## config.mk

```make
export PLATFORM = sky130hd
export DESIGN_NAME = id_stage
export DESIGN_NICKNAME = d
export VERILOG_FILES = /design/src/id_pkg.sv /design/src/id_ctrl_if.sv /design/src/branch_unit.sv /design/src/func_decoder.sv /design/src/id_pipe_regs.sv /design/src/id_stage.sv /design/src/main_decoder.sv /design/src/register_file.sv
export VERILOG_INCLUDE_DIRS = /design/src
export SDC_FILE = /design/constraint.sdc
export NUM_CORES = 2
export LEC_CHECK = 0
export BUFFER_PORTS_ARGS = -buffer_cell sky130_fd_sc_hd__buf_2
export CORE_AREA = 8 8 497 499
export DETAILED_ROUTE_END_ITERATION = 8
export DIE_AREA = 0 0 505 507
export PLACE_DENSITY = 0.39
export SYNTH_ARGS = -nofsm -noshare
export SYNTH_HDL_FRONTEND = slang
export SYNTH_SLANG_ARGS = --single-unit
```

## constraint.sdc

```tcl
create_clock -name i_clk -period 9.1 [get_ports i_clk]
set_input_delay 0.91 -clock i_clk [delete_from_list [all_inputs] [get_ports i_clk]]
set_output_delay 0.91 -clock i_clk [all_outputs]
set_load 0.005 [all_outputs]
```

## src/id_config.svh

```systemverilog
`ifndef ID_CONFIG_SVH
`define ID_CONFIG_SVH

// Datapath widths
`define ID_NB_REG       32
`define ID_NB_REG_ADDR  5
`define ID_REG_DEPTH    32
`define ID_NB_INM       16
`define ID_NB_SHAMT     5
`define ID_NB_J_INM     26
`define ID_NB_OPCODE    6

// Top bit of each instruction field
`define ID_MSB_OPCODE   31
`define ID_MSB_RS       25
`define ID_MSB_RT       20
`define ID_MSB_RD       15
`define ID_MSB_SHAMT    10
`define ID_MSB_FUNC     5
`define ID_MSB_INM      15

// Link register for JAL
`define ID_RA_ADDR      5'd31

`endif

```

## src/id_pkg.sv

```systemverilog
`include "id_config.svh"

package id_pkg;

   ////////////////////////////////////////////////////////////
   // Instruction encodings
   ////////////////////////////////////////////////////////////

   typedef enum logic [`ID_NB_OPCODE-1:0] {
      R_INST = 6'b000000,
      LB     = 6'b100000,
      LH     = 6'b100001,
      LW     = 6'b100011,
      LBU    = 6'b100100,
      LHU    = 6'b100101,
      LWU    = 6'b100111,
      SB     = 6'b101000,
      SH     = 6'b101001,
      SW     = 6'b101011,
      ADDI   = 6'b001001,
      ANDI   = 6'b001100,
      ORI    = 6'b001101,
      XORI   = 6'b001110,
      LUI    = 6'b001111,
      SLTI   = 6'b001010,
      BEQ    = 6'b000100,
      BNE    = 6'b000101,
      J      = 6'b000010,
      JAL    = 6'b000011,
      HLT    = 6'b111111
   } opcode_e;

   // R-type function field
   typedef enum logic [`ID_NB_OPCODE-1:0] {
      FUNC_SLL  = 6'b000000,
      FUNC_SRL  = 6'b000010,
      FUNC_SRA  = 6'b000011,
      FUNC_SLLV = 6'b000100,
      FUNC_SRLV = 6'b000110,
      FUNC_SRAV = 6'b000111,
      FUNC_JR   = 6'b001000,
      FUNC_JALR = 6'b001001,
      FUNC_ADDU = 6'b100001,
      FUNC_SUBU = 6'b100011,
      FUNC_AND  = 6'b100100,
      FUNC_OR   = 6'b100101,
      FUNC_XOR  = 6'b100110,
      FUNC_NOR  = 6'b100111,
      FUNC_SLT  = 6'b101010
   } func_e;

   typedef enum logic [3:0] {
      ADD = 4'd0, SUB = 4'd1, AND = 4'd2, OR = 4'd3,
      XOR = 4'd4, NOR = 4'd5, SRL = 4'd6, SLL = 4'd7,
      SRA = 4'd8, SLA = 4'd9, SLT = 4'd10, LUI_OP = 4'd11
   } alu_op_e;

   typedef enum logic [1:0] {
      SZ_BYTE = 2'd0,
      SZ_HALF = 2'd1,
      SZ_WORD = 2'd2
   } mem_size_e;

   ////////////////////////////////////////////////////////////
   // Control bundles passed to EX, MEM and WB
   ////////////////////////////////////////////////////////////

   typedef struct packed {
      alu_op_e alu_op;
      logic    imm_sel;
      logic    unsigned_imm;
      logic    use_shamt;
   } ex_ctrl_t;

   typedef struct packed {
      logic      rd_en;
      logic      wr_en;
      logic      unsigned_ld;
      mem_size_e size;
   } mem_ctrl_t;

   typedef struct packed {
      logic [`ID_NB_REG_ADDR-1:0] dest;
      logic                       reg_we;
      logic                       from_alu;
      logic                       link_pc;
   } wb_ctrl_t;

endpackage

```

## src/id_ctrl_if.sv

```systemverilog
`timescale 1ns/1ps

interface id_ctrl_if
   import id_pkg::*;
   (
   input logic i_clk
   );

   ex_ctrl_t  ex;
   mem_ctrl_t mem;
   wb_ctrl_t  wb;
   logic      is_r_type;
   logic      is_branch;
   logic      branch_ne;
   logic      jump_rs;
   logic      jump_inm;

   // Decoder side
   modport dec (
      input  i_clk,
      output ex, mem, wb,
      output is_r_type, is_branch, branch_ne, jump_rs, jump_inm
   );

   // Pipeline register side
   modport regs (
      input ex, mem, wb,
      input is_r_type, is_branch, branch_ne, jump_rs, jump_inm
   );

endinterface

```

## src/branch_unit.sv

```systemverilog
`timescale 1ns/1ps
`include "id_config.svh"

module branch_unit (
   input  logic [`ID_NB_REG-1:0] i_rdata_a,
   input  logic [`ID_NB_REG-1:0] i_rdata_b,
   input  logic                  i_fwd_sel_a,
   input  logic [`ID_NB_REG-1:0] i_fwd_data_a,
   input  logic                  i_fwd_sel_b,
   input  logic [`ID_NB_REG-1:0] i_fwd_data_b,
   input  logic                  i_is_branch,
   input  logic                  i_branch_ne,
   input  logic                  i_jump_rs,
   input  logic                  i_jump_inm,
   output logic                  o_branch_taken,
   output logic                  o_squash
);

   logic [`ID_NB_REG-1:0] op_a;
   logic [`ID_NB_REG-1:0] op_b;
   logic                  equal;

   // Forwarded values from later stages win over the register file
   assign op_a = i_fwd_sel_a ? i_fwd_data_a : i_rdata_a;
   assign op_b = i_fwd_sel_b ? i_fwd_data_b : i_rdata_b;

   assign equal = (op_a == op_b);

   assign o_branch_taken = i_is_branch & (i_branch_ne ^ equal);

   // Any change of flow kills the instruction behind it
   assign o_squash = o_branch_taken | i_jump_rs | i_jump_inm;

endmodule

```

## src/func_decoder.sv

```systemverilog
`timescale 1ns/1ps

module func_decoder
   import id_pkg::*;
   (
   input  func_e   i_func,
   output alu_op_e o_alu_op,
   output logic    o_use_shamt,
   output logic    o_link_pc,
   output logic    o_jump_rs
   );

   always_comb begin
      o_alu_op    = ADD;
      o_use_shamt = 1'b0;
      o_link_pc   = 1'b0;
      o_jump_rs   = 1'b0;
      case (i_func)
         // Shift by immediate amount
         FUNC_SLL: begin
            o_alu_op    = SLL;
            o_use_shamt = 1'b1;
         end
         FUNC_SRL: begin
            o_alu_op    = SRL;
            o_use_shamt = 1'b1;
         end
         FUNC_SRA: begin
            o_alu_op    = SRA;
            o_use_shamt = 1'b1;
         end
         // Shift amount from rs
         FUNC_SLLV: o_alu_op = SLL;
         FUNC_SRLV: o_alu_op = SRL;
         FUNC_SRAV: o_alu_op = SRA;
         FUNC_ADDU: o_alu_op = ADD;
         FUNC_SUBU: o_alu_op = SUB;
         FUNC_AND:  o_alu_op = AND;
         FUNC_OR:   o_alu_op = OR;
         FUNC_XOR:  o_alu_op = XOR;
         FUNC_NOR:  o_alu_op = NOR;
         FUNC_SLT:  o_alu_op = SLT;
         FUNC_JR:   o_jump_rs = 1'b1;
         FUNC_JALR: begin
            o_jump_rs = 1'b1;
            o_link_pc = 1'b1;
         end
         default: begin
         end
      endcase
   end

endmodule

```

## src/id_pipe_regs.sv

```systemverilog
`timescale 1ns/1ps
`include "id_config.svh"

module id_pipe_regs
   import id_pkg::*;
   (
   input  logic                       i_clk,
   input  logic                       i_rst,
   input  logic                       i_valid,
   id_ctrl_if.regs                    ctrl,
   input  logic                       i_squash,
   input  logic [`ID_NB_REG-1:0]      i_a,
   input  logic [`ID_NB_REG-1:0]      i_b,
   input  logic [`ID_NB_REG-1:0]      i_pc,
   input  logic [`ID_NB_INM-1:0]      i_inm,
   input  logic [`ID_NB_SHAMT-1:0]    i_shamt,
   output ex_ctrl_t                   o_ex_ctrl,
   output mem_ctrl_t                  o_mem_ctrl,
   output wb_ctrl_t                   o_wb_ctrl,
   output logic [`ID_NB_REG-1:0]      o_a,
   output logic [`ID_NB_REG-1:0]      o_b,
   output logic [`ID_NB_REG-1:0]      o_pc,
   output logic [`ID_NB_INM-1:0]      o_inm,
   output logic [`ID_NB_SHAMT-1:0]    o_shamt,
   output logic                       o_nop
   );

   // Held while the stage is frozen
   always_ff @(posedge i_clk) begin
      if (i_rst) begin
         o_ex_ctrl  <= '0;
         o_mem_ctrl <= '0;
         o_wb_ctrl  <= '0;
         o_a        <= '0;
         o_b        <= '0;
         o_nop      <= 1'b0;
      end else if (i_valid) begin
         o_ex_ctrl  <= ctrl.ex;
         o_mem_ctrl <= ctrl.mem;
         o_wb_ctrl  <= ctrl.wb;
         o_a        <= i_a;
         o_b        <= i_b;
         o_nop      <= i_squash;
      end
   end

   // Free running
   always_ff @(posedge i_clk) begin
      if (i_rst) begin
         o_pc    <= '0;
         o_inm   <= '0;
         o_shamt <= '0;
      end else begin
         o_pc    <= i_pc;
         o_inm   <= i_inm;
         o_shamt <= i_shamt;
      end
   end

   a_nop_after_rst: assert property (@(posedge i_clk) i_rst |=> !o_nop)
      else $error("nop set right after reset");

endmodule

```

## src/id_stage.sv

```systemverilog
`timescale 1ns/1ps
`include "id_config.svh"

module id_stage
   import id_pkg::*;
   (
   input  logic                           i_clk,
   input  logic                           i_rst,
   input  logic                           i_valid,
   input  logic [`ID_NB_REG-1:0]          i_instruction,
   input  logic [`ID_NB_REG-1:0]          i_pc,
   input  logic [`ID_NB_REG_ADDR-1:0]     i_regfile_addr,
   input  logic [`ID_NB_REG-1:0]          i_regfile_data,
   input  logic                           i_regfile_we,
   input  logic                           i_sc_muxa,
   input  logic                           i_sc_muxb,
   input  logic [`ID_NB_REG-1:0]          i_sc_dataa,
   input  logic [`ID_NB_REG-1:0]          i_sc_datab,
   output logic [$bits(mem_ctrl_t)-1:0]   o_mem_ctrl,
   output logic [$bits(ex_ctrl_t)-1:0]    o_ex_ctrl,
   output logic [$bits(wb_ctrl_t)-1:0]    o_wb_ctrl,
   output logic [`ID_NB_REG-1:0]          o_pc,
   output logic [`ID_NB_REG-1:0]          o_a,
   output logic [`ID_NB_REG-1:0]          o_b,
   output logic [`ID_NB_INM-1:0]          o_inm,
   output logic [`ID_NB_SHAMT-1:0]        o_shamt,
   output logic                           o_nop,
   output logic                           o_branch,
   output logic                           o_branch_result,
   output logic                           o_jump_rs,
   output logic [`ID_NB_REG-1:0]          o_jump_rs_addr,
   output logic                           o_jump_inm,
   output logic [`ID_NB_J_INM-1:0]        o_jump_inm_addr,
   output logic                           o_rinst,
   output logic                           o_store,
   output logic                           o_run
   );

   logic                  valid;
   logic                  squash;
   logic [`ID_NB_REG-1:0] rdata_a;
   logic [`ID_NB_REG-1:0] rdata_b;

   id_ctrl_if ctrl_bus (.i_clk(i_clk));

   main_decoder u_main_decoder (
      .i_instruction (i_instruction),
      .i_valid       (i_valid),
      .ctrl          (ctrl_bus),
      .o_valid       (valid)
   );

   // Writes are dropped while the stage is frozen
   register_file u_register_file (
      .i_clk     (i_clk),
      .i_rst     (i_rst),
      .i_we      (i_regfile_we & valid),
      .i_waddr   (i_regfile_addr),
      .i_wdata   (i_regfile_data),
      .i_raddr_a (i_instruction[`ID_MSB_RS -: `ID_NB_REG_ADDR]),
      .i_raddr_b (i_instruction[`ID_MSB_RT -: `ID_NB_REG_ADDR]),
      .o_rdata_a (rdata_a),
      .o_rdata_b (rdata_b)
   );

   branch_unit u_branch_unit (
      .i_rdata_a      (rdata_a),
      .i_rdata_b      (rdata_b),
      .i_fwd_sel_a    (i_sc_muxa),
      .i_fwd_data_a   (i_sc_dataa),
      .i_fwd_sel_b    (i_sc_muxb),
      .i_fwd_data_b   (i_sc_datab),
      .i_is_branch    (ctrl_bus.is_branch),
      .i_branch_ne    (ctrl_bus.branch_ne),
      .i_jump_rs      (ctrl_bus.jump_rs),
      .i_jump_inm     (ctrl_bus.jump_inm),
      .o_branch_taken (o_branch_result),
      .o_squash       (squash)
   );

   id_pipe_regs u_id_pipe_regs (
      .i_clk      (i_clk),
      .i_rst      (i_rst),
      .i_valid    (valid),
      .ctrl       (ctrl_bus),
      .i_squash   (squash),
      .i_a        (rdata_a),
      .i_b        (rdata_b),
      .i_pc       (i_pc),
      .i_inm      (i_instruction[`ID_MSB_INM -: `ID_NB_INM]),
      .i_shamt    (i_instruction[`ID_MSB_SHAMT -: `ID_NB_SHAMT]),
      .o_ex_ctrl  (o_ex_ctrl),
      .o_mem_ctrl (o_mem_ctrl),
      .o_wb_ctrl  (o_wb_ctrl),
      .o_a        (o_a),
      .o_b        (o_b),
      .o_pc       (o_pc),
      .o_inm      (o_inm),
      .o_shamt    (o_shamt),
      .o_nop      (o_nop)
   );

   // Same-cycle flags for fetch and hazard logic
   assign o_branch        = ctrl_bus.is_branch;
   assign o_jump_rs       = ctrl_bus.jump_rs;
   assign o_jump_rs_addr  = rdata_a;
   assign o_jump_inm      = ctrl_bus.jump_inm;
   assign o_jump_inm_addr = i_instruction[`ID_NB_J_INM-1:0];
   assign o_rinst         = ctrl_bus.is_r_type;
   assign o_store         = ctrl_bus.mem.wr_en;
   assign o_run           = valid;

endmodule

```

## src/main_decoder.sv

```systemverilog
`timescale 1ns/1ps
`include "id_config.svh"

module main_decoder
   import id_pkg::*;
   (
   input  logic [`ID_NB_REG-1:0] i_instruction,
   input  logic                  i_valid,
   id_ctrl_if.dec                ctrl,
   output logic                  o_valid
   );

   opcode_e                    opcode;
   func_e                      func;
   logic [`ID_NB_REG_ADDR-1:0] rt;
   logic [`ID_NB_REG_ADDR-1:0] rd;
   logic [`ID_NB_REG_ADDR-1:0] dest;

   alu_op_e   alu_op_main;
   alu_op_e   fn_alu_op;
   logic      fn_use_shamt;
   logic      fn_link_pc;
   logic      fn_jump_rs;
   logic      imm_sel;
   logic      unsigned_imm;
   logic      rd_en;
   logic      wr_en;
   logic      unsigned_ld;
   mem_size_e size;
   logic      reg_we;
   logic      from_alu;
   logic      link_ra;
   logic      is_r_type;
   logic      is_branch;
   logic      branch_ne;
   logic      jump_inm;

   // Low opcode bits give the access width for loads and stores
   function automatic mem_size_e access_size(input logic [1:0] low);
      case (low)
         2'b00:   access_size = SZ_BYTE;
         2'b01:   access_size = SZ_HALF;
         default: access_size = SZ_WORD;
      endcase
   endfunction

   assign opcode = opcode_e'(i_instruction[`ID_MSB_OPCODE -: `ID_NB_OPCODE]);
   assign func   = func_e'(i_instruction[`ID_MSB_FUNC -: `ID_NB_OPCODE]);
   assign rt     = i_instruction[`ID_MSB_RT -: `ID_NB_REG_ADDR];
   assign rd     = i_instruction[`ID_MSB_RD -: `ID_NB_REG_ADDR];

   assign o_valid = i_valid & (opcode != HLT);

   func_decoder u_func_decoder (
      .i_func      (func),
      .o_alu_op    (fn_alu_op),
      .o_use_shamt (fn_use_shamt),
      .o_link_pc   (fn_link_pc),
      .o_jump_rs   (fn_jump_rs)
   );

   ////////////////////////////////////////////////////////////
   // Opcode table
   ////////////////////////////////////////////////////////////

   always_comb begin
      alu_op_main  = ADD;
      imm_sel      = 1'b0;
      unsigned_imm = 1'b0;
      rd_en        = 1'b0;
      wr_en        = 1'b0;
      unsigned_ld  = 1'b0;
      size         = SZ_BYTE;
      reg_we       = 1'b0;
      from_alu     = 1'b0;
      link_ra      = 1'b0;
      is_r_type    = 1'b0;
      is_branch    = 1'b0;
      branch_ne    = 1'b0;
      jump_inm     = 1'b0;
      case (opcode)
         R_INST: begin
            is_r_type = 1'b1;
            reg_we    = 1'b1;
            from_alu  = 1'b1;
         end
         LB, LH, LW, LBU, LHU, LWU: begin
            imm_sel     = 1'b1;
            rd_en       = 1'b1;
            reg_we      = 1'b1;
            unsigned_ld = opcode inside {LBU, LHU, LWU};
            size        = access_size(opcode[1:0]);
         end
         SB, SH, SW: begin
            imm_sel = 1'b1;
            wr_en   = 1'b1;
            size    = access_size(opcode[1:0]);
         end
         ADDI, SLTI, ANDI, ORI, XORI, LUI: begin
            imm_sel      = 1'b1;
            unsigned_imm = opcode inside {ANDI, ORI, XORI, LUI};
            reg_we       = 1'b1;
            from_alu     = 1'b1;
            case (opcode)
               SLTI:    alu_op_main = SLT;
               ANDI:    alu_op_main = AND;
               ORI:     alu_op_main = OR;
               XORI:    alu_op_main = XOR;
               LUI:     alu_op_main = LUI_OP;
               default: alu_op_main = ADD;
            endcase
         end
         BEQ, BNE: begin
            imm_sel   = 1'b1;
            is_branch = 1'b1;
            branch_ne = (opcode == BNE);
         end
         J, JAL: begin
            jump_inm  = 1'b1;
            link_ra   = (opcode == JAL);
            reg_we    = (opcode == JAL);
         end
         default: begin
         end
      endcase
   end

   // Destination register and merge with the R-type table
   assign dest = link_ra ? `ID_RA_ADDR : (imm_sel ? rt : rd);

   assign ctrl.ex = '{alu_op:       is_r_type ? fn_alu_op : alu_op_main,
                      imm_sel:      imm_sel,
                      unsigned_imm: unsigned_imm,
                      use_shamt:    fn_use_shamt & is_r_type};
   assign ctrl.mem = '{rd_en:       rd_en,
                       wr_en:       wr_en,
                       unsigned_ld: unsigned_ld,
                       size:        size};
   assign ctrl.wb = '{dest:     dest,
                      reg_we:   reg_we & (dest != '0),
                      from_alu: from_alu,
                      link_pc:  is_r_type ? fn_link_pc : link_ra};

   assign ctrl.is_r_type = is_r_type;
   assign ctrl.is_branch = is_branch;
   assign ctrl.branch_ne = branch_ne;
   assign ctrl.jump_rs   = fn_jump_rs & is_r_type;
   assign ctrl.jump_inm  = jump_inm;

   a_enc_defined: assert property (@(posedge ctrl.i_clk)
      !$isunknown(i_instruction) |->
         (ctrl.ex.alu_op <= LUI_OP) && (ctrl.mem.size inside {SZ_BYTE, SZ_HALF, SZ_WORD}))
      else $error("undefined ALU op or access size");

   a_rd_wr_excl: assert property (@(posedge ctrl.i_clk)
      !$isunknown(i_instruction) |-> !(ctrl.mem.rd_en && ctrl.mem.wr_en))
      else $error("memory read and write requested together");

endmodule

```

## src/register_file.sv

```systemverilog
`timescale 1ns/1ps
`include "id_config.svh"

module register_file (
   input  logic                      i_clk,
   input  logic                      i_rst,
   input  logic                      i_we,
   input  logic [`ID_NB_REG_ADDR-1:0] i_waddr,
   input  logic [`ID_NB_REG-1:0]      i_wdata,
   input  logic [`ID_NB_REG_ADDR-1:0] i_raddr_a,
   input  logic [`ID_NB_REG_ADDR-1:0] i_raddr_b,
   output logic [`ID_NB_REG-1:0]      o_rdata_a,
   output logic [`ID_NB_REG-1:0]      o_rdata_b
);

   logic [`ID_NB_REG-1:0] regs [`ID_REG_DEPTH];

   // Falling edge write, so the value is readable before the next rising edge
   always_ff @(negedge i_clk) begin
      if (i_rst) begin
         for (int i = 0; i < `ID_REG_DEPTH; i++) begin
            regs[i] <= '0;
         end
      end else if (i_we) begin
         regs[i_waddr] <= i_wdata;
      end
   end

   assign o_rdata_a = regs[i_raddr_a];
   assign o_rdata_b = regs[i_raddr_b];

   // Write port comes from the WB stage
   a_waddr_known: assert property (@(negedge i_clk) disable iff (i_rst)
      i_we |-> !$isunknown(i_waddr))
      else $error("register file write with unknown address");

endmodule

```

==> flow_summary_export.csv <==
group,metric,value,unit
worst_setup_path,rrSetupSlack,990,ps
yosys,synth_warnings,0,
drt,post_drt_via_cell_ratio,5.292,
cells_and_area,utilization,32.47,%
timing,setup-violations-final,1,
yosys,avgSynthCellArea,13.18,sq um
worst_setup_path,cpMostUsedCell,"mux4_2",
worst_setup_path,cp_num_buf_inv,2,
cells_and_area,area_growth,25.51,%
yosys,yosysMostFrequentCell,"and2_1",
worst_setup_path,crit_type,"reg -> out",
drt,wl_per_cell,34.73,um
timing,fin_skew,56.08,ps
pwr,vdd_drop_max,189.7,uV
timing,drv_slew,0,
drt,drtIter0Drc,6589,
floorplanning,fp.dieH,507,um
yosys,netlist_area,61870,sq um
grt,grtUsageTotal,24.37,%
worst_setup_path,critPathTopFamily,"multiplexers",
worst_setup_path,startpoint_type,"flop",
grt,grt_pass1_vias,50700,
worst_setup_path,critPathSlowestCell,"or4_1",
clock_tree,root_buffer,"clkbuf_16",
cells_and_area,layout-drive-gt1-share,21.73,%
worst_setup_path,end_kind,"output port",
timing,finalSetupTns,-565.7,ps
timing,rsz0062_at_grt,"yes",
floorplanning,ios,374,
yosys,syn_inst,4695,
grt,grt_overflow,0,
yosys,syn_nets,4866,
outcome,status,"complete, but fails checks",
yosys,synth_commonest_cells,"1042 x and2_1, 1024 x edfxtp_1, 423 x mux2i_1, 316 x mux4_2, 291 x clkbuf_1",
job,drv_cap,0,
floorplanning,coreArea,239200,sq um
min_path,hp-class,"in -> reg",
yosys,synth-edff-count,1024,
clock_tree,cts.sinks,1157,
clock_tree,cts_tree,"built",
clock_tree,clk_latency,810,ps
outcome,violations,"setup timing",
clock_tree,clk_pin_slew_worst_paths,60,ps
floorplanning,start_util,25.87,%
cells_and_area,multi_input_area,26660,sq um
grt,grt_pass1_wl,430300,um
drt,ant_nets,0,
placement,port_buffers,373,
floorplanning,die_width,505,um
clock_tree,cts-hold-fix-buffers,0,
yosys,yosysTopAreaCell,"edfxtp_1",
floorplanning,fp.dieArea,256000,sq um
placement,dp_hpwl,204800,um
drt,drc,0,
grt,grt_antenna_before_repair,74,
worst_setup_path,crit_path_cell_trace,"mux4_2 > mux4_2 > mux2i_1 > buf_4 > nor2_1 > a21oi_1 > xnor2_1 > or4_1 > a2111oi_4 > and3_1 > o21a_1 > buf_2",
yosys,ys_ff_latch,1157,
pwr,p_per_area,209.8,nW/um^2
worst_setup_path,critPathRequiredTime,8190,ps
floorplanning,rows,180,
timing,worst_pin_slew,1314,ps
grt,grt_max_degree,98,
yosys,synth_area_leaders,"edfxtp_1 50%, mux4_2 12%, and2_1 11%",
timing,relSlewSlack,12.39,%
yosys,synth_seq_area_share,54.00,%
clock_tree,cts-buffers-inserted,146,
clock_tree,cts.path.max_buffers,3,
worst_setup_path,worstPathArrival,8760,ps
cells_and_area,seq_area,33410,sq um
drt,wl,324400,um
yosys,synth_ff_type,"edfxtp_1",
timing,final_hold_viol_count,0,
clock_tree,htreeDepth,4,
pwr,p_leak,32.35,nW
drt,vias,49430,
yosys,ys_async_sr_fraction,0,%
cells_and_area,fillers,24280,
timing,worst_slack,-565.7,ps
worst_setup_path,cpPeakStageDelay,580,ps
yosys,synth.distinct_cells,88,
yosys,synth.top_cell.area_share,49.70,%
worst_setup_path,crit_fanout,2,
cells_and_area,finalNetCount,6187,
placement,routabilityCongestion,0.8462,
drt,first_pass_iters,6,
[path summary, 6_finish.rpt]
path,from,endpoint,depth (start not counted)
worst min register to register,u_id_pipe_regs.o_mem_ctrl[0],u_id_pipe_regs.o_mem_ctrl[0],2
worst max register to register,u_register_file.regs[6][19],u_id_pipe_regs.o_nop,13
worst max-delay path,u_register_file.regs[30][5],o_branch_result,12
worst min-delay path,i_pc[16],u_id_pipe_regs.o_pc[16],2
[sequential cells by signal, summed over array words and instances (netlist names)]
signal	count
u_id_pipe_regs.o_a	32
u_id_pipe_regs.o_b	32
u_id_pipe_regs.o_ex_ctrl	7
u_id_pipe_regs.o_inm	12
u_id_pipe_regs.o_mem_ctrl	5
u_id_pipe_regs.o_nop	1
u_id_pipe_regs.o_pc	32
u_id_pipe_regs.o_shamt	4
u_id_pipe_regs.o_wb_ctrl	8
u_register_file.regs	1024
[timing repair]
action,in CTS,in global routing
endpoints found under the hold margin,0,0
buffers inserted,4,0
pin swaps,13,3
gates resized for setup,25,5
setup endpoints to repair,1,1
[cell usage in the layout, fill, tap and decap left out, types with 16 or more instances in the layout]
cell / Yosys / layout
a221oi_1: 56 / 53
o21ai_4: 0 / 32
nand3_1: 94 / 93
a22o_1: 17 / 17
clkbuf_16: 0 / 154
edfxtp_1: 1024 / 1024
and2_1: 1042 / 1042
nor2b_1: 66 / 58
nand2_1: 153 / 153
diode_2: 0 / 26
xor2_1: 17 / 17
a22oi_1: 132 / 131
and3_1: 16 / 16
a21oi_1: 67 / 66
buf_4: 72 / 215
inv_1: 15 / 1069
bufinv_16: 0 / 22
mux2i_1: 423 / 421
buf_2: 52 / 365
o22ai_1: 38 / 38
nand2b_1: 25 / 25
o21ai_0: 64 / 30
mux4_2: 316 / 316
nor3_1: 38 / 38
nor2_1: 183 / 143
clkinvlp_2: 0 / 22
dfxtp_1: 133 / 133
nor2_4: 0 / 36
buf_12: 1 / 51
nand4_1: 19 / 19
[cell type report]
class | instances | area share (%)
sequential | 1157 | 43.03
multi-input combinational | 3029 | 34.33
clock inverter | 1130 | 6.469
timing repair buffer | 639 | 5.886
tap | 3185 | 5.132
clock buffer | 157 | 4.977
inverter | 19 | 0.09667
antenna | 26 | 0.08378
[stage by stage]
stage / worst slack [ps] / std cells / instance area [sq um] / hold WS [ps] / power, mW
6_report: -565.7 / 9342 / 77650 / 305.7 / 16.29
5_1_grt: -759.1 / 9318 / 77590 / 281.1 / 17.10
4_1_cts: -620.6 / 9316 / 77550 / 249.7 / 16.48
3_5_place_dp: -7.375 / 8026 / 68500 / 441.8 / 8.975
3_3_place_gp: -24.02 / 8026 / 68500 / 439.9 / 8.968
2_1_floorplan: -232.8 / 4695 / 61870 / 448.3 / 7.944
[cell families (layout without fill, tap and decap cells)]
family	Yosys count	count (layout)	share of synthesized area, %
AOI/OAI and AO/OA	518	518	6.081
other	0	26	0
and+or+nand+nor	1707	1707	15.80
buffers and inverters	509	1945	4.358
xor gates and xnor gates	34	34	0.4813
muxes	770	770	19.27
DFF	1157	1157	54.00
[worst register-to-register path: cells and delay by family, from the launching register on]
kind,cells,cell delay (ps)
AND/OR/NAND/NOR,3,750
multiplexers,1,470
buffers and inverters,2,350
flip-flops,1,390
XOR/XNOR,1,260
AO/OA/AOI/OAI,6,1260
[where the power goes]
part	switching [mW]	internal, mW	total [mW]
combinational	1.32	0.715	2.04
clock	3.68	4.32	8.01
sequential	0.151	6.10	6.25
[layer usage]
layer | GRT usage (%) | vias up | part of all wire [%]
met4 | 9.434 | 20 | 3.3
met5 | 0 | - | 0.039
met3 | 7.017 | 480 | 9.4
met2 | 39.15 | 2888 | 46
li1 | - | 20320 | -
met1 | 31.08 | 25720 | 41
(Power assumes the default switching activity.)
